File: src/include/text_display_settings.svh
`ifndef TEXT_DISPLAY_SETTINGS_SVH
`define TEXT_DISPLAY_SETTINGS_SVH

// horizontal raster, in pixel clocks
`define H_ACTIVE 640
`define H_FP 16
`define H_SYNC 96
`define H_BP 48

// vertical raster, in lines
`define V_ACTIVE 480
`define V_FP 10
`define V_SYNC 2
`define V_BP 33

// text geometry
`define TEXT_COLS 80
`define TEXT_ROWS 30
`define GLYPH_W 8
`define GLYPH_H 16

// character memory, four glyphs per word
`define WORDS_PER_ROW 20
`define VRAM_WORDS 600

// word address map
`define CTRL_ADDR 600
`define FONT_BASE 1024
`define FONT_WORDS 512
`define WB_ADR_W 11

// pixel path latency
`define PIPE_DEPTH 3

`endif
File: src/verilog/video_pkg.sv
package video_pkg;

	// --------------------------------------------------------------------------
	// raster types
	// --------------------------------------------------------------------------

	// phase inside one line or one frame
	typedef enum logic [1:0] {
		ACTIVE,
		FRONT,
		SYNC,
		BACK
	} raster_phase_e;

	// pixel coordinate, wide enough for the blanking region too
	typedef logic [9:0] coord_t;

	// --------------------------------------------------------------------------
	// color types
	// --------------------------------------------------------------------------

	// one channel, 4 bits per color
	typedef logic [3:0] chan_t;

endpackage

File: src/verilog/color_mapper.sv
`timescale 1ns/10ps
`include "text_display_settings.svh"

module color_mapper import video_pkg::*; (
	input  logic        clk,
	input  logic        arst_n,
	input  coord_t      draw_x,
	input  coord_t      draw_y,
	input  logic        de_in,
	input  logic        hsync_in,
	input  logic        vsync_in,
	output logic [9:0]  vram_rd_addr,
	input  logic [31:0] vram_rd_data,
	input  logic [23:0] ctrl_word,
	output logic [10:0] font_rd_addr,
	input  logic [7:0]  font_rd_data,
	output chan_t       red,
	output chan_t       green,
	output chan_t       blue,
	output logic        de,
	output logic        hsync,
	output logic        vsync
);

	// sync and enable delay lines, last stage is the output
	logic [`PIPE_DEPTH-1:0] de_sr;
	logic [`PIPE_DEPTH-1:0] hs_sr;
	logic [`PIPE_DEPTH-1:0] vs_sr;
	// stage 1 payload
	logic [1:0]  s1_byte;
	logic [2:0]  s1_px;
	logic [3:0]  s1_row;
	// stage 2 payload
	logic [7:0]  char_byte;
	logic        s2_invert;
	logic [2:0]  s2_px;
	// stage 3 select
	logic        glyph_bit;
	logic        use_fg;

	// ------------------------------------------------------------------------
	// stage 1, word index from the text cell
	// ------------------------------------------------------------------------
	// row/16*20 + col/32, memory answers next clock
	assign vram_rd_addr = 10'((draw_y / `GLYPH_H) * `WORDS_PER_ROW
		+ draw_x / (4 * `GLYPH_W));

	always_ff @(posedge clk) begin
		s1_byte <= draw_x[4:3];
		s1_px <= draw_x[2:0];
		s1_row <= draw_y[3:0];
	end

	// ------------------------------------------------------------------------
	// stage 2, byte select and font address
	// ------------------------------------------------------------------------
	assign char_byte = vram_rd_data[{s1_byte, 3'b000} +: 8];
	// code*16 + glyph row
	assign font_rd_addr = {char_byte[6:0], s1_row};

	always_ff @(posedge clk) begin
		s2_invert <= char_byte[7];
		s2_px <= s1_px;
	end

	// ------------------------------------------------------------------------
	// stage 3, glyph bit to color
	// ------------------------------------------------------------------------
	// msb of the font byte is the leftmost pixel
	assign glyph_bit = font_rd_data[3'd7 - s2_px];
	assign use_fg = glyph_bit ^ s2_invert;

	always_ff @(posedge clk or negedge arst_n) begin
		if (!arst_n) begin
			red <= '0;
			green <= '0;
			blue <= '0;
		end else if (!de_sr[`PIPE_DEPTH-2]) begin
			// black outside the visible area
			red <= '0;
			green <= '0;
			blue <= '0;
		end else if (use_fg) begin
			red <= ctrl_word[23:20];
			green <= ctrl_word[19:16];
			blue <= ctrl_word[15:12];
		end else begin
			red <= ctrl_word[11:8];
			green <= ctrl_word[7:4];
			blue <= ctrl_word[3:0];
		end
	end

	// syncs idle high, enable idle low
	always_ff @(posedge clk or negedge arst_n) begin
		if (!arst_n) begin
			de_sr <= '0;
			hs_sr <= '1;
			vs_sr <= '1;
		end else begin
			de_sr <= {de_sr[`PIPE_DEPTH-2:0], de_in};
			hs_sr <= {hs_sr[`PIPE_DEPTH-2:0], hsync_in};
			vs_sr <= {vs_sr[`PIPE_DEPTH-2:0], vsync_in};
		end
	end

	assign de = de_sr[`PIPE_DEPTH-1];
	assign hsync = hs_sr[`PIPE_DEPTH-1];
	assign vsync = vs_sr[`PIPE_DEPTH-1];

endmodule

File: config.mk
export PLATFORM = sky130hd
export DESIGN_NAME = color_mapper
export DESIGN_NICKNAME = d
export VERILOG_FILES = /design/src/verilog/video_pkg.sv /design/src/verilog/color_mapper.sv
export VERILOG_INCLUDE_DIRS = /design/src /design/src/include
export SDC_FILE = /design/constraint.sdc
export NUM_CORES = 1
export LEC_CHECK = 0
export BUFFER_PORTS_ARGS = -buffer_cell sky130_fd_sc_hd__buf_2
export CAP_MARGIN = 10
export CORE_MARGIN = 5
export CORE_UTILIZATION = 43
export CTS_BUF_LIST = sky130_fd_sc_hd__clkbuf_4
export CTS_CLUSTER_DIAMETER = 200
export CTS_CLUSTER_SIZE = 28
export DETAILED_ROUTE_END_ITERATION = 6
export PLACE_DENSITY = 0.82
export SLEW_MARGIN = 20
export SYNTH_ARGS = -nofsm -noshare
export SYNTH_HDL_FRONTEND = slang
export SYNTH_SLANG_ARGS = --single-unit
File: constraint.sdc
create_clock -name clk -period 2.76 [get_ports clk]
set_input_delay 0.276 -clock clk [delete_from_list [all_inputs] [get_ports clk]]
set_output_delay 0.276 -clock clk [all_outputs]
set_load 0.05 [all_outputs]
; After elaboration in Yosys (flattened, before gate mapping)
; Cells that the tools add are included.
[totals]
output_inout_bits = 36
reg_bits = 34
inputBits = 89
[op_classes]
n_shift = 1
mux = 8
n_lt_le_gt_ge = 1
n_mul = 1
addsub = 2
n_bitwise = 1
[ops]
columns = cell, n
row1 = 32-bit by 6-bit indexed part select with 8-bit output, 1
row2 = 4-bit 2-to-1 mux, 6
row3 = 10-bit by 5-bit adder with 10-bit output, 1
row4 = 6-bit by 3-bit multiplier with 8-bit output (second input constant), 1
row5 = 3-bit by 4-bit less-than comparator with 1-bit output (second input constant), 1
row6 = 1-bit binary-select mux with 3-bit select, 1
row7 = 3-bit subtractor (first input constant), 1
row8 = 1-bit 2-to-1 mux, 1
row9 = 1-bit bitwise XOR, 1

; Longest topological paths before layout
[logic_depth]
ltp_word = 6
ltp_mapped = 7

; Least setup slack after synthesis
; OpenSTA, ideal clock, no wires.
[synth_path]
path_kind = input -> output
startpoint = input draw_y[5]
endpoint = output vram_rd_addr[9]
path_stages = 7
path_slack_ns = 0.053
path_buffers = 0
t_arrival_ns = 2.431
path_cell_list = ha_1 ha_1 fa_1 a21o_1 a21oi_1 xor2_1 xnor2_1
[synth_via]
elab_chain_cells = 2
[synth_rtl]
columns = item, line_no
row1 = start: declaration, color_mapper.sv:8  ; input coord_t draw_y,
row2 = 6-bit by 3-bit multiplier with 8-bit output (no line), --
row3 = 10-bit by 5-bit adder with 10-bit output, color_mapper.sv:45  ; assign vram_rd_addr = 10'((draw_y / `GLYPH_H) * `WORDS_PER_ROW
row4 = end: declaration, color_mapper.sv:12  ; output logic [9:0] vram_rd_addr,
; Every way passes these cells.

; Worst setup path after layout
; Ends and elaborated chain as after synthesis.

==> impl_metrics.tcl <==
set metrics [dict create \
    status "complete, no violations" \
    cp_common_cell "ha_1" \
    hold_path_class "in -> reg" \
    core_area_um2 4090 \
    synth_ff_type "dfrtp_1" \
    synth_edf_count 0 \
    placed_area_um2 2420 \
    die_x_um 75.7 \
    grt_pass1_vias 1679 \
    start_util_pct 45.4 \
    cts_root_buf "clkbuf_4" \
    yosys.area.top_type "dfrtp_1" \
    slew_headroom_pct 50.3 \
    overflow 0 \
    arrival_ns 2.29 \
    track_usage_pct 17.1 \
    drive_gt1_share_pct 53.0 \
    crit_fanout 3 \
    dr.pass1.iters 4 \
    ys_types 27 \
    yosysWarnings 0 \
    gr-usage-met2_pct 31.5 \
    finalCritPeriodShare_pct 93.0 \
    tightest_slew_ns 0.745 \
    synth.avg_cell_area_um2 11.3 \
    wl_per_cell_um 14.8 \
    worstPathCellList "buf_2, ha_1, ha_1, fa_1, a21o_1, a21oi_1, xor2_1, xnor2_1, clkbuf_4" \
    powerDensity_nw_per_um2 622 \
    tritoncts_num_sinks 34 \
    min_period_ns 2.57 \
    cts_inserted_buffers 5 \
    cts_max_level 2 \
    worstSetupPathType "in -> out" \
    syn2layout_area_growth_pct 39.6 \
    yosysMostFrequentCell "nand2_1" \
    crit_required_ns 2.48 \
    peakVddDrop_mv 0.315 \
    critPathTopFamily "adder cells" \
    drc 0 \
    rows 23 \
    wirelength_um 4890 \
    crit_path_start_kind "primary input" \
    die_h_um 75.7 \
    synth-seq-cells 34 \
    finalSetupViolCount 0 \
    synth_fp_nets 266 \
    cts_tree "yes" \
    finalSetupTns_ns 0 \
    synth_cells 164 \
    synth_common_cells "nand2_1, a21oi_1, dfrtp_1" \
    synth_top_area_share_pct 20.2 \
    rsz0062_at_grt "no" \
    first_iter_violations 35 \
    ys_top_cells_by_area "dfrtp_1, dfxtp_1, mux4_2" \
    dr_total_vias 1714 \
    worst_slack_ns 0.194 \
    crit_slowest_cell "fa_1" \
    maxCapViolCount 0 \
    antenna_found_initial 0 \
    hold_slack_ns 0.0326 \
    crit_buf_inv 2 \
    hold_viol 0 \
    die-area_um2 5730 \
    pre_cts_slack_ns 0.142 \
    final_cell_area_um2 2590 \
    yosysSeqAreaShare_pct 42.7 \
    clkTransAtPathRegs_ns 0.11 \
    endpoint_kind "output pin" \
    clock_skew_ns 0.0105 \
    synth-async-reset-ratio_pct 61.8 \
    clock_latency_ns 0.33 \
    grt_max_degree 23 \
    portBuffers 120 \
    gp_congestion 0.835 \
    max_freq_mhz 390 \
    p_leak_nw 1.34 \
    slew_viol_final 0 \
    grt_pass1_wl_um 7380 \
    ant_nets 0 \
    nets 382 \
    cts_buffer_depth 2 \
    io_pins 125 \
    post_cts_buffers 0 \
    slowest_delay_ns 0.42 \
    hpwl_um 4020 \
    busiest_layer "met2" \
    met1_usage_pct 17.5 \
    grt_util_met3_pct 6.60 \
    drt-vias-per-instance 5.18 \
    diodes 0 \
    synth_area_um2 1860 \
]
[worst register-to-register path, cell delays in order (launching register included)]
cell     delay, ns
dfxtp_1       0.42
mux4_2        0.55
mux2i_4       0.45
buf_4         0.30
a21oi_1       0.06
a311o_1       0.27
[report_power, final]
| part | switching, W | internal, W | total (W) |
|---|---|---|---|
| Sequential | 0.0000196 | 0.000539 | 0.000559 |
| Clock | 0.000179 | 0.000283 | 0.000463 |
| Combinational | 0.000397 | 0.000195 | 0.000592 |
| Total | 0.000596 | 0.00102 | 0.00161 |
[cells in the final DEF, fill, tap and decap left out, types with 2 or more instances in the layout]
| cell type | n |
|---|---|
| buf_2 | 119 |
| nand2_1 | 23 |
| a21oi_1 | 16 |
| dfrtp_1 | 15 |
| dfxtp_1 | 13 |
| and3_1 | 12 |
| a311o_1 | 11 |
| ha_1 | 11 |
| mux4_2 | 10 |
| clkbuf_4 | 6 |
| dfstp_2 | 6 |
| xor2_1 | 5 |
| nand3_1 | 5 |
| dlygate4sd3_1 | 5 |
| a21o_1 | 3 |
| xnor2_1 | 3 |
| nor2_1 | 2 |
| fa_1 | 2 |
| bufinv_16 | 2 |
| buf_4 | 2 |
[stage by stage]
stage	utilization [%]	cells	total power (W)
floorplan	-	164	0.00101
global route	63.4	331	0.00169
CTS	62.2	327	0.00162
finish	63.4	331	0.00161
global placement	59.3	318	0.00114
detailed placement	59.3	318	0.00116
[logic make-up after synthesis]
kind of cell	after synthesis	synth area share [%]
adders and majority gates	13	9.57
xor gates and xnor gates	8	3.77
DFF	34	42.7
buffers and inverters	19	6.13
and+or+nand+nor	49	13.0
muxes	11	13.3
AOI/OAI and AO/OA	30	11.5
[final cells by class]
| type | instances | area (µm²) |
|---|---|---|
| inverter | 1 | 3.75 |
| timing repair buffer | 127 | 668 |
| fill | 353 | 1490 |
| clock inverter | 3 | 68.8 |
| sequential | 34 | 793 |
| clock buffer | 5 | 37.5 |
| multi-input combinational | 111 | 958 |
| tap | 50 | 62.6 |
[state kept, by name, indices dropped and copies added (netlist names)]
register	flops
red	4
s1_px	3
s2_px	3
s1_byte	2
s1_row	4
s2_invert	1
blue	4
vs_sr	3
hs_sr	3
green	4
de_sr	3
[per-layer routing]
| layer | vias up | wire [µm] |
|---|---|---|
| li1 | 825 | - |
| met1 | 800 | 1660 |
| met2 | 82 | 2710 |
| met3 | 7 | 472 |
| met4 | 0 | 59 |
| met5 | - | 0 |
[timing repair]
item	in CTS	in global routing
endpoints found under the hold margin	15	4
gates resized for setup	0	2
hold buffers	1	4
setup endpoints to repair	0	1
[worst paths after layout]
check,start,to,slack (ns),depth (start not counted)
min in group asynchronous,arst_n,blue[0]$_DFF_PN0_,0.42,2
worst min register to register,s1_px[2]$_DFF_P_,s2_px[2]$_DFF_P_,0.34,0
worst max register to register,s2_px[0]$_DFF_P_,red[1]$_DFF_PN0_,0.59,5
max in group asynchronous,arst_n,hs_sr[2]$_DFF_PN1_,1.99,2
worst min-delay path,draw_y[2],s1_row[2]$_DFF_P_,0.03,1
worst max-delay path,draw_y[5],vram_rd_addr[9],0.19,9
Note: power is estimated with default switching activity, not from simulation.
