**src/include/text_display_settings.svh**
```systemverilog
`ifndef TEXT_DISPLAY_SETTINGS_SVH
`define TEXT_DISPLAY_SETTINGS_SVH

// horizontal raster, in pixel clocks
`define H_ACTIVE 640
`define H_FP 16
`define H_SYNC 96
`define H_BP 48

// vertical raster, in lines
`define V_ACTIVE 480
`define V_FP 10
`define V_SYNC 2
`define V_BP 33

// text geometry
`define TEXT_COLS 80
`define TEXT_ROWS 30
`define GLYPH_W 8
`define GLYPH_H 16

// character memory, four glyphs per word
`define WORDS_PER_ROW 20
`define VRAM_WORDS 600

// word address map
`define CTRL_ADDR 600
`define FONT_BASE 1024
`define FONT_WORDS 512
`define WB_ADR_W 11

// pixel path latency
`define PIPE_DEPTH 3

`endif
```
**src/verilog/video_pkg.sv**
```systemverilog
package video_pkg;

	// --------------------------------------------------------------------------
	// raster types
	// --------------------------------------------------------------------------

	// phase inside one line or one frame
	typedef enum logic [1:0] {
		ACTIVE,
		FRONT,
		SYNC,
		BACK
	} raster_phase_e;

	// pixel coordinate, wide enough for the blanking region too
	typedef logic [9:0] coord_t;

	// --------------------------------------------------------------------------
	// color types
	// --------------------------------------------------------------------------

	// one channel, 4 bits per color
	typedef logic [3:0] chan_t;

endpackage

```
**src/verilog/vga_timing.sv**
```systemverilog
`timescale 1ns/10ps
`include "text_display_settings.svh"

module vga_timing import video_pkg::*; (
	input  logic   clk,
	input  logic   arst_n,
	output coord_t draw_x,
	output coord_t draw_y,
	output logic   de,
	output logic   hsync,
	output logic   vsync
);

	localparam int H_TOTAL = `H_ACTIVE + `H_FP + `H_SYNC + `H_BP;
	localparam int V_TOTAL = `V_ACTIVE + `V_FP + `V_SYNC + `V_BP;
	localparam coord_t H_LAST = coord_t'(H_TOTAL - 1);
	localparam coord_t V_LAST = coord_t'(V_TOTAL - 1);

	coord_t        h_cnt;
	coord_t        v_cnt;
	raster_phase_e h_phase;
	raster_phase_e v_phase;

	// phase from a counter and the widths of its first three regions
	function automatic raster_phase_e phase_of(coord_t c, int act, int fp, int sw);
		raster_phase_e p;
		if (c < act)
			p = ACTIVE;
		else if (c < act + fp)
			p = FRONT;
		else if (c < act + fp + sw)
			p = SYNC;
		else
			p = BACK;
		return p;
	endfunction

	// ------------------------------------------------------------------------
	// counters
	// ------------------------------------------------------------------------
	// start at the top of vertical blanking
	// first full frame begins after one vsync
	always_ff @(posedge clk or negedge arst_n) begin
		if (!arst_n) begin
			h_cnt <= '0;
			v_cnt <= coord_t'(`V_ACTIVE);
		end else if (h_cnt == H_LAST) begin
			h_cnt <= '0;
			v_cnt <= (v_cnt == V_LAST) ? '0 : v_cnt + 1'b1;
		end else begin
			h_cnt <= h_cnt + 1'b1;
		end
	end

	assign h_phase = phase_of(h_cnt, `H_ACTIVE, `H_FP, `H_SYNC);
	assign v_phase = phase_of(v_cnt, `V_ACTIVE, `V_FP, `V_SYNC);

	// outputs, syncs active low
	assign draw_x = h_cnt;
	assign draw_y = v_cnt;
	assign de = (h_phase == ACTIVE) && (v_phase == ACTIVE);
	assign hsync = (h_phase != SYNC);
	assign vsync = (v_phase != SYNC);

	counters_in_range: assert property (@(posedge clk) disable iff (!arst_n)
		(h_cnt < H_TOTAL) && (v_cnt < V_TOTAL));

endmodule

```
**config.mk**
```make
export PLATFORM = sky130hd
export DESIGN_NAME = vga_timing
export DESIGN_NICKNAME = d
export VERILOG_FILES = /design/src/verilog/video_pkg.sv /design/src/verilog/vga_timing.sv
export VERILOG_INCLUDE_DIRS = /design/src /design/src/include
export SDC_FILE = /design/constraint.sdc
export NUM_CORES = 1
export LEC_CHECK = 0
export BUFFER_PORTS_ARGS = -buffer_cell sky130_fd_sc_hd__buf_4
export CORE_UTILIZATION = 45
export DETAILED_ROUTE_END_ITERATION = 8
export PLACE_DENSITY = 0.69
export SLEW_MARGIN = 40
export SYNTH_ARGS = -nofsm -noshare
export SYNTH_HDL_FRONTEND = slang
export SYNTH_SLANG_ARGS = --single-unit
```
**constraint.sdc**
```tcl
create_clock -name clk -period 2.8 [get_ports clk]
set_input_delay 0.28 -clock clk [delete_from_list [all_inputs] [get_ports clk]]
set_output_delay 0.28 -clock clk [all_outputs]
set_load 0.05 [all_outputs]
```
---- After elaboration in Yosys (flattened, before gate mapping) ----
Index checks and enable logic that the tools add are counted.
W data, S select, Z words.
operators by class
  muxes and demuxes ....................... 8
  add/sub/neg operators ................... 2
  equal/unequal tests ..................... 4
  reductions and logical operators ........ 3
  magnitude comparators ................... 6
operators by type and width
  kind                     count
  $lt A10 B10 Y1 const B   3
  $lt A10 B9 Y1 const B    3
  $add A10 B1 Y10 const B  2
  $eq A10 B10 Y1 const B   2
  $mux W10                 2
  $mux W2                  4
  $logic_not A2 Y1         2
  $ne A2 B2 Y1 const B     2
  $mux W1                  2
  $logic_and A1 B1 Y1      1
storage, ports and cells
  bits in registers ....................... 20
  input bits .............................. 2

---- Longest topological paths before layout ----
Gate-level depths: netlist of run 1.
  depth in word-level cells ............... 6
  gate-level depth with buffers ........... 7

---- Worst setup path before layout of run 1 ----
No wires, ideal clock.
  kind .................................... register -> output
  from .................................... reg h_cnt[7] (netlist: draw_x[7])
  to ...................................... out de
  buffers on the path ..................... 1
  cell stages (with the launch flop) ...... 4
  arrival ................................. 2006 ps
  path slack .............................. 514 ps
  data required time ...................... 2520 ps
  cells stage by stage .................... dfrtp_1 > buf_2 > o21a_1 > nor3_1
on the way
  word-level cells in the longest chain between the ends .. 6
  elaborated cells on any way between the ends .. 8
  those cells by class .................... 3 x order compare; 3 x mux; 2 x reduce/logical
RTL lines
  element                 RTL line          RTL
  from (decl)             vga_timing.sv:19  coord_t h_cnt;
  from (signal assigned)  vga_timing.sv:51  h_cnt <= h_cnt + 1'b1;
  $lt A10 B10 Y1          vga_timing.sv:31  else if (c < act + fp + sw)
  $mux W1                 vga_timing.sv:31
  $mux W2                 vga_timing.sv:29  else if (c < act + fp)
  $mux W2 *               vga_timing.sv:27  if (c < act)
  $logic_not A2 Y1 *      vga_timing.sv:61  assign de = (h_phase == ACTIVE) && (v_phase == ACTIVE);
  $logic_and A1 B1 Y1 *   vga_timing.sv:61
  to (decl)               vga_timing.sv:9   output logic de,
Every way passes the cells marked *; elsewhere a longest branch is shown, timed or not.

---- Worst setup path in the final report of run 1 ----
  from .................................... reg h_cnt[0] (netlist: draw_x[0])
  to ...................................... reg v_cnt[9] (netlist: draw_y[9])
on the way
  word-level cells in the longest chain between the ends .. 1
RTL lines
  element               RTL line          RTL
  $eq A10 B10 Y1        vga_timing.sv:47  end else if (h_cnt == H_LAST) begin
  to (signal assigned)  vga_timing.sv:46  v_cnt <= coord_t'(`V_ACTIVE);
  to (signal assigned)  vga_timing.sv:49  v_cnt <= (v_cnt == V_LAST) ? '0 : v_cnt + 1'b1;
  to (decl)             vga_timing.sv:20  coord_t v_cnt;
No other way between the ends.
A chain may end at the register's enable or synchronous reset.

==> impl_summary.log, run 1 <==
INFO  metric report.final.setup_viol = 0
INFO  metric layout.filler_cells = 201
INFO  metric cp_cell_sequence = ha_1 > and4_1 > and4_1 > buf_4 > o21ai_0 > mux2_2
INFO  metric seq_area_frac_synth = 47.7%
INFO  metric p_switching = 0.0989 mW
INFO  metric globalRouteTotalUtil = 19.6%
INFO  metric initial_core_util = 47.9%
INFO  metric grt_max_degree = 21
INFO  metric synth_most_common_cell = sky130_fd_sc_hd__dfrtp_1
INFO  metric postRouteWirelength = 2330 µm
INFO  metric synth.area.top_cells = sky130_fd_sc_hd__dfrtp_1 38%, sky130_fd_sc_hd__dfstp_2 9.9%, sky130_fd_sc_hd__xnor2_1 5.8%
INFO  metric grt_setup_unrepaired = false
INFO  metric cpMostUsedCell = sky130_fd_sc_hd__and4_1
INFO  metric preCtsSetupSlack = 0.809 ns
INFO  metric design.die.area = 0.00255 mm²
INFO  metric syn-cell-area = 0.00106 mm²
INFO  metric min-delay-path-class = in -> async
INFO  metric reg2reg_to = draw_y[9]
INFO  metric post-route-drc-count = 0
INFO  metric number_of_enable_type_register_cells_in_the_synthesized_netlist = 0
INFO  metric cts.path.max_buffers = 2
INFO  metric max_slew.worst_pin.slew = 0.612 ns
INFO  metric final.setup.worst_slack = 0.775 ns
INFO  metric sw_frac_of_total = 18.5%
INFO  metric power_density = 403 mW/mm²
INFO  metric clock_sinks = 20
INFO  metric total_power = 0.534 mW
INFO  metric detailroute.via_count = roughly 900
INFO  metric die-height = 50.5 µm
INFO  metric dp_hpwl = 1670 µm
INFO  metric status = finished clean
INFO  metric final_core_utilization = around 60%
INFO  metric finalHoldViolations = 0
INFO  metric power.share.clock = between 40% and 50%
INFO  metric r2r_setup_slack = just under 0.8 ns
INFO  metric numPortBuffers = 24
INFO  metric postSynthCellCount = 108
INFO  metric diodes = 0
INFO  metric drt_iter0_markers = 43
INFO  metric endpoint_kind = flip-flop
INFO  metric drtPass1Iterations = 4
INFO  metric cts_root_buffer = sky130_fd_sc_hd__clkbuf_4
INFO  metric grt_pass1_vias = 794
INFO  metric finalWeightedCongestion = roughly 0.9
INFO  metric antenna_violations_before_repair = 0
INFO  metric synth_largest_type_area_fraction = 37.8%
INFO  metric clkSlewWorstSetupHoldPaths = 0.12 ns
INFO  metric critPathSlowestCell = sky130_fd_sc_hd__dfrtp_1
INFO  metric r2r_start = draw_x[0]
INFO  metric final.setup_skew = 0.00871 ns
INFO  metric cpLargestDelayFamily = simple AND/OR/NAND/NOR gates
INFO  metric ys_async_sr_fraction = 100%
INFO  metric synth.largest_area_cell = sky130_fd_sc_hd__dfrtp_1
INFO  metric worstSetupStartpointType = flip-flop
INFO  metric setup_tns = 0 ns
INFO  metric die_x = a little over 50 µm
INFO  metric post_synth_net_total = approximately 110
INFO  metric core_area = 0.00221 mm²
INFO  metric finish.instance_area = 0.00133 mm²
INFO  metric clock_tree.htree_level_count = 1
INFO  metric ys_warn_count = 0
INFO  metric detail-route-antenna-nets = 0
INFO  metric crit_fanout = 9
INFO  metric synth_top_cells_by_count = 16 x sky130_fd_sc_hd__dfrtp_1, 11 x sky130_fd_sc_hd__nand3_1, 8 x sky130_fd_sc_hd__nor2_1
INFO  metric clock.fmax = 0.494 GHz
INFO  metric cts_resized = 0
INFO  metric share_of_post_route_cells_with_drive_strength_above_1 = 29.1%
INFO  metric routed_via_density = 5.55
INFO  metric cap_violations = 0
INFO  metric later_pin_clock_latency_in_the_skew_report = ~0.30 ns
INFO  metric worst_slew_margin_rel = 58.6%
INFO  metric tritoncts_clock_tree = yes
INFO  metric power.sequential.fraction = 54.1%
INFO  metric count_of_buffering_cells_on_the_critical_path_with_inverters_included = 1
INFO  metric worst_ep_required_time = 2.99 ns
INFO  metric yosys.cell_types.count = 31
INFO  metric avgSynthCellArea = 9.81 µm²
INFO  metric globalRouteOverflowTotal = 0
INFO  metric yosys_register_bits = 20
INFO  metric ir_worst_vdd = about 0.00028 V
INFO  metric grt_pass1_wl = 3750 µm
INFO  metric crit_type = reg -> reg
INFO  metric synth_top_flop_cell = sky130_fd_sc_hd__dfrtp_1
INFO  metric power.internal = approximately 0.44 mW
INFO  metric final_net_count = 140
INFO  metric placement.cell_area = ~0.0013 mm²
INFO  metric fin_crit = 2.03 ns
INFO  metric timing_max_transition_violations_final = 0
INFO  metric power_leakage = 0.580 nW
INFO  metric rows = 17
INFO  metric timing.final.crit_share = 72.3%
INFO  metric critPathMaxStageDelay = between 0.4 and 0.5 ns
INFO  metric cts_buffers = 3
INFO  metric io_pins = 25
INFO  metric critPathArrivalTime = 2.22 ns
INFO  metric p_comb_share = 1.4%
INFO  metric postCtsSetupBuffers = 0
INFO  metric route.detailed.wl_per_inst = 14.4 µm
INFO  metric syn_to_final_growth = 25.0%
INFO  metric cts_hold_buffers = 1
INFO  metric ff2ff_path_depth = 6
[state kept, by name (all words and copies together), names as in the netlist]
signal and flops:
draw_y 10, draw_x 10
[layout by cell type (no fill, tap or decap), types with 3 or more instances in the layout]
cell type                  count
sky130_fd_sc_hd__inv_1         4
sky130_fd_sc_hd__dfrtp_1      16
sky130_fd_sc_hd__xnor2_1       7
sky130_fd_sc_hd__dfstp_2       4
sky130_fd_sc_hd__or3_1         3
sky130_fd_sc_hd__ha_1          3
sky130_fd_sc_hd__nand4_1       7
sky130_fd_sc_hd__nor2_1        8
sky130_fd_sc_hd__o21ai_0       5
sky130_fd_sc_hd__nand2_1       6
sky130_fd_sc_hd__nor3_1        5
sky130_fd_sc_hd__clkbuf_4      3
sky130_fd_sc_hd__buf_4        25
sky130_fd_sc_hd__nand3_1      11
[layer usage]
layer	global-route usage (%)	up-vias	part of all wire (%)
met1	28.7	435	50
met3	3.64	4	2.6
met4	5.56	0	1.2
met2	29.3	13	46
met5	0	-	0
li1	-	447	-
[cell type report]
| cell class | instances | area (µm²) | area share (%) |
|---|---|---|---|
| multi-input combinational | 80 | 519 | 39.2 |
| sequential | 20 | 505 | 38.1 |
| timing repair buffer | 26 | 198 | 14.9 |
| tap | 28 | 35.0 | 2.64 |
| clock inverter | 1 | 30.0 | 2.27 |
| clock buffer | 3 | 22.5 | 1.70 |
| inverter | 4 | 15.0 | 1.13 |
[through the flow]
stage	hold slack, ns	instances
final	0.376	162
after global routing	0.383	162
after CTS	0.379	162
after detailed placement	0.176	157
after global placement	0.174	157
after floorplan	-0.0156	108
[power by group through the flow]
stage | combinational [mW] | sequential, mW | clock (mW)
2_1_floorplan | 0.000000192 | 0.294 | 0
3_5_place_dp | 0.00696 | 0.294 | 0
4_1_cts | 0.00814 | 0.289 | 0.247
6_report | 0.00775 | 0.289 | 0.238
3_3_place_gp | 0.00687 | 0.294 | 0
5_1_grt | 0.00901 | 0.289 | 0.258
[worst reg2reg max path, cell delays in order (launching register included)]
cell	delay [ns]
sky130_fd_sc_hd__dfrtp_1	0.43
sky130_fd_sc_hd__ha_1	0.22
sky130_fd_sc_hd__and4_1	0.28
sky130_fd_sc_hd__and4_1	0.37
sky130_fd_sc_hd__buf_4	0.22
sky130_fd_sc_hd__o21ai_0	0.09
sky130_fd_sc_hd__mux2_2	0.29
[cell families (layout without fill, tap and decap cells)]
group	after synthesis	after routing	synth area share, %
AO/OA/AOI/OAI	14	14	8.38
XOR/XNOR	9	9	7.44
adder cells (fa/ha/maj)	3	3	3.54
buffers and inverters	8	34	3.31
flip-flops	20	20	47.7
multiplexers	2	2	2.12
AND/OR/NAND/NOR	52	52	27.5
[worst max-delay path by stage]
stage | startpoint | endpoint | slack (ns) | depth (start not counted)
6_report | draw_x[0] | draw_y[9] | 0.77 | 6
5_1_grt | draw_x[0] | draw_y[9] | 0.64 | 6
4_1_cts | draw_x[0] | draw_y[9] | 0.78 | 6
3_5_place_dp | draw_x[0] | draw_y[9] | 0.81 | 6
3_3_place_gp | draw_x[0] | draw_y[4] | 0.89 | 5
2_1_floorplan | draw_x[7] | de | 0.51 | 3
Note: power is estimated with default switching activity, not from simulation.
==> inputs of run 2 (changes only) <==
--- a/config.mk
+++ b/config.mk
@@ -6,10 +6,11 @@
 export SDC_FILE = /design/constraint.sdc
 export NUM_CORES = 1
 export LEC_CHECK = 0
+export ABC_AREA = 1
 export BUFFER_PORTS_ARGS = -buffer_cell sky130_fd_sc_hd__buf_4
 export CORE_UTILIZATION = 45
 export DETAILED_ROUTE_END_ITERATION = 8
-export PLACE_DENSITY = 0.69
+export PLACE_DENSITY = 0.71
 export SLEW_MARGIN = 40
 export SYNTH_ARGS = -nofsm -noshare
 export SYNTH_HDL_FRONTEND = slang
==> constraint.sdc (replaced) <==
create_clock -name clk -period 1.7 [get_ports clk]
set_input_delay 0.17 -clock clk [delete_from_list [all_inputs] [get_ports clk]]
set_output_delay 0.17 -clock clk [all_outputs]
set_load 0.05 [all_outputs]
==> run 2 against run 1 <==
Global-route usage increased by 0.50 points. Critical endpoint is now vsync. Die area grew 6.8%. Synthesized cell count is 35% higher. Utilization rose by 4.7 points. Final cell count grew 28%. Critical path depth decreased by 2. Setup slack got worse by 0.75 ns. Clock power is 23% higher. First-iteration DRC count shrank 33%. Non-clock buffer count increased by 6. Area after synthesis is 7.1% higher. Critical path type is now reg -> out. Register-to-register slack worse by 0.55 ns.
==> impl_summary.log, run 2 <==
INFO  metric worst_slew_margin_rel = 80.7% (was 58.6%)
INFO  metric most_common_library_cell_in_the_layout_ignoring_fill_and_taps = sky130_fd_sc_hd__nand2_1 (was sky130_fd_sc_hd__buf_4)
INFO  metric whs = 0.253 ns (was 0.376 ns)
INFO  metric seq_area_frac_synth = 44.5% (was 47.7%)
INFO  metric antenna_violations_before_repair = 0 (unchanged)
INFO  metric die_x = 52.2 µm (was 50.5 µm)
INFO  metric worstSetupStartpointType = flip-flop (unchanged)
INFO  metric die-height = 52.2 µm (was 50.5 µm)
INFO  metric synth_largest_type_area_fraction = 35.3% (was 37.8%)
INFO  metric detailroute.via_count = 1082 (was 899)
INFO  metric clock.fmax = 0.596 GHz
INFO  metric detail-route-antenna-nets = 0 (unchanged)
INFO  metric power_leakage = 0.725 nW (was 0.580 nW)
INFO  metric min-delay-path-class = in -> async (unchanged)
INFO  metric cap_violations = 0 (unchanged)
INFO  metric synth_top_flop_cell = sky130_fd_sc_hd__dfrtp_1 (unchanged)
INFO  metric yosys_register_bits = 20 (unchanged)
INFO  metric max_slew.worst_pin.slew = 0.289 ns (was 0.612 ns)
INFO  metric preCtsSetupSlack = 0.255 ns (was 0.809 ns)
INFO  metric ys_async_sr_fraction = 100% (unchanged)
INFO  metric avgSynthCellArea = 7.77 µm² (was 9.81 µm²)
INFO  metric io_pins = 25 (unchanged)
INFO  metric crit_fanout = 5 (was 9)
INFO  metric synth_most_common_cell = sky130_fd_sc_hd__nand2_1 (was sky130_fd_sc_hd__dfrtp_1)
INFO  metric postSynthCellCount = 146 (was 108)
INFO  metric endpoint_kind = output pin (was flip-flop)
INFO  metric rows = 17 (unchanged)
INFO  metric yosys.cell_types.count = 22 (was 31)
INFO  metric syn-cell-area = 0.00113 mm² (was 0.00106 mm²)
INFO  metric place.detailed.instances = 198 (was 157)
INFO  metric critPathArrivalTime = 1.51 ns (was 2.22 ns)
INFO  metric globalRouteOverflowTotal = 0 (unchanged)
INFO  metric share_of_post_route_cells_with_drive_strength_above_1 = 30.0% (was 29.1%)
INFO  metric clock_tree.htree_level_count = 1 (unchanged)
INFO  metric worst_ep_required_time = 1.53 ns (was 2.99 ns)
INFO  metric tritoncts_clock_tree = yes (unchanged)
INFO  metric clock_sinks = 20 (unchanged)
INFO  metric clkSlewWorstSetupHoldPaths = 0.13 ns (was 0.12 ns)
INFO  metric drt_iter0_markers = 29 (was 43)
INFO  metric drtPass1Iterations = 4 (unchanged)
INFO  metric later_pin_clock_latency_in_the_skew_report = 0.31 ns (was 0.30 ns)
INFO  metric number_of_enable_type_register_cells_in_the_synthesized_netlist = 0 (unchanged)
INFO  metric ys_warn_count = 0 (unchanged)
INFO  metric report.final.setup_viol = 0 (unchanged)
INFO  metric final.setup.worst_slack = 0.0229 ns (was 0.775 ns)
INFO  metric cts_buffers = 3 (unchanged)
INFO  metric grt_setup_unrepaired = true (was false)
INFO  metric setup.worst_path.start = draw_y[7] (was draw_x[0])
INFO  metric route.detailed.wl_per_inst = 11.8 µm (was 14.4 µm)
INFO  metric finalHoldViolations = 0 (unchanged)
INFO  metric crit_type = reg -> out (was reg -> reg)
INFO  metric fin_crit = about 1.7 ns
INFO  metric numPortBuffers = 24 (unchanged)
INFO  metric status = finished clean (unchanged)
INFO  metric post-route-drc-count = 0 (unchanged)
INFO  metric initial_core_util = 49.4% (was 47.9%)
INFO  metric synth_top_cells_by_count = 37 x sky130_fd_sc_hd__nand2_1, 19 x sky130_fd_sc_hd__inv_1, 18 x sky130_fd_sc_hd__nor2_1 (was 16 x sky130_fd_sc_hd__dfrtp_1, 11 x sky130_fd_sc_hd__nand3_1, 8 x sky130_fd_sc_hd__nor2_1)
INFO  metric syn_to_final_growth = 30.8% (was 25.0%)
INFO  metric final_net_count = 186 (was 140)
INFO  metric routed_via_density = 5.20 (was 5.55)
INFO  metric final_cells = 208 (was 162)
INFO  metric grt_max_degree = 21 (unchanged)
INFO  metric dp_hpwl = 1760 µm (was 1670 µm)
INFO  metric finalWeightedCongestion = 0.810 (was 0.891)
INFO  metric grt_pass1_wl = 4080 µm (was 3750 µm)
INFO  metric design.die.area = 0.00273 mm² (was 0.00255 mm²)
INFO  metric synth.area.top_cells = sky130_fd_sc_hd__dfrtp_1 35%, sky130_fd_sc_hd__nand2_1 12%, sky130_fd_sc_hd__dfstp_2 9.3% (was sky130_fd_sc_hd__dfrtp_1 38%, sky130_fd_sc_hd__dfstp_2 9.9%, sky130_fd_sc_hd__xnor2_1 5.8%)
INFO  metric layout_common_cells = 34 x sky130_fd_sc_hd__nand2_1, 30 x sky130_fd_sc_hd__buf_4, 19 x sky130_fd_sc_hd__inv_1 (was 25 x sky130_fd_sc_hd__buf_4, 16 x sky130_fd_sc_hd__dfrtp_1, 11 x sky130_fd_sc_hd__nand3_1)
INFO  metric cts_root_buffer = sky130_fd_sc_hd__clkbuf_4 (unchanged)
INFO  metric globalRouteTotalUtil = 20.1% (was 19.6%)
INFO  metric post_synth_net_total = 151 (was 113)
INFO  metric timing_max_transition_violations_final = 0 (unchanged)
INFO  metric timing.final.crit_share = 98.7%
INFO  metric diodes = 0 (unchanged)
INFO  metric cts.path.max_buffers = 2 (unchanged)
INFO  metric core_area = 0.00230 mm² (was 0.00221 mm²)
INFO  metric ir_worst_vdd = 0.000370 V (was 0.000280 V)
INFO  metric r2r_start = draw_y[1] (was draw_x[0])
INFO  metric power_density = 526 mW/mm² (was 403 mW/mm²)
INFO  metric postRouteWirelength = 2450 µm (was 2330 µm)
INFO  metric final.setup_skew = 0.0115 ns (was 0.00871 ns)
INFO  metric synth.largest_area_cell = sky130_fd_sc_hd__dfrtp_1 (unchanged)
INFO  metric grt_pass1_vias = 918 (was 794)
==> run 2: cells by family (layout without fill, tap and decap cells) <==
logic type      count (synthesis)  after routing  share of synthesized area (%)
xor+xnor                        7              7                           5.40
compound gates                 14             14                           6.95
flops                          20             20                           44.5
buf+inv                        21             55                           7.72
fa+ha+maj                       3              3                           3.31
simple gates                   81             81                           32.1
==> run 2: area by class of cell <==
cell class	count	area [µm²]
fillers	193	813
multi-input cells	105	576
flip-flops and latches	20	519
repair buffers	32	246
inverters	19	71.3
clock buffers	4	36.3
well taps	28	35.0
==> run 2: per-layer routing <==
metal	vias up	global-route usage [%]	part of all wire [%]
met5	-	0	0
met4	0	6.58	1.3
met3	5	2.61	3.7
met2	29	30.6	45
met1	507	29.3	50
li1	541	-	-
==> run 2: power breakdown <==
group | leakage, nW | switching (mW) | internal [mW]
logic | 0.456 | 0.00900 | 0.00307
registers | 0.248 | 0 | 0.476
clock network | 0.0210 | 0.161 | 0.131
total | 0.725 | 0.170 | 0.610
==> run 2: timing repair <==
item | 4_1_cts | 5_1_grt
setup buffers | 3 | 2
endpoints found under the setup margin | 2 | 3
cloned | 0 | 0
pin swaps | 3 | 2
hold buffers | 1 | 0
gates resized for setup | 4 | 2
hold endpoints to repair | 20 | 0
==> run 2: per-stage QoR <==
step           utilization [%]  area [µm²]  power (mW)   TNS (ns)
4_1_cts                   63.6        1460       0.783  -0.000308
3_3_place_gp              59.9        1380       0.496          0
6_report                  64.6        1480       0.780          0
2_1_floorplan                -        1160       0.485    -0.0488
3_5_place_dp              59.9        1380       0.496          0
5_1_grt                   64.6        1480       0.811    -0.0640
==> run 2: worst max-delay path, cell delays in order, from the launching register on <==
cell	delay, ns
sky130_fd_sc_hd__dfstp_2	0.60
sky130_fd_sc_hd__nand2_2	0.08
sky130_fd_sc_hd__nor3_4	0.21
sky130_fd_sc_hd__nand4_1	0.13
sky130_fd_sc_hd__buf_6	0.18
==> run 2: final timing paths <==
| path | endpoint | slack (ns) | cells past startpoint |
|---|---|---|---|
| worst max register to register | draw_y[3] | 0.22 | 7 |
| worst max-delay path | vsync | 0.02 | 4 |
| worst min register to register | draw_x[0] | 0.50 | 1 |
| max in group asynchronous | draw_y[5] | 1.17 | 2 |
| worst min-delay path | draw_y[9] | 0.25 | 2 |
| min in group clk | draw_x[0] | 0.50 | 1 |
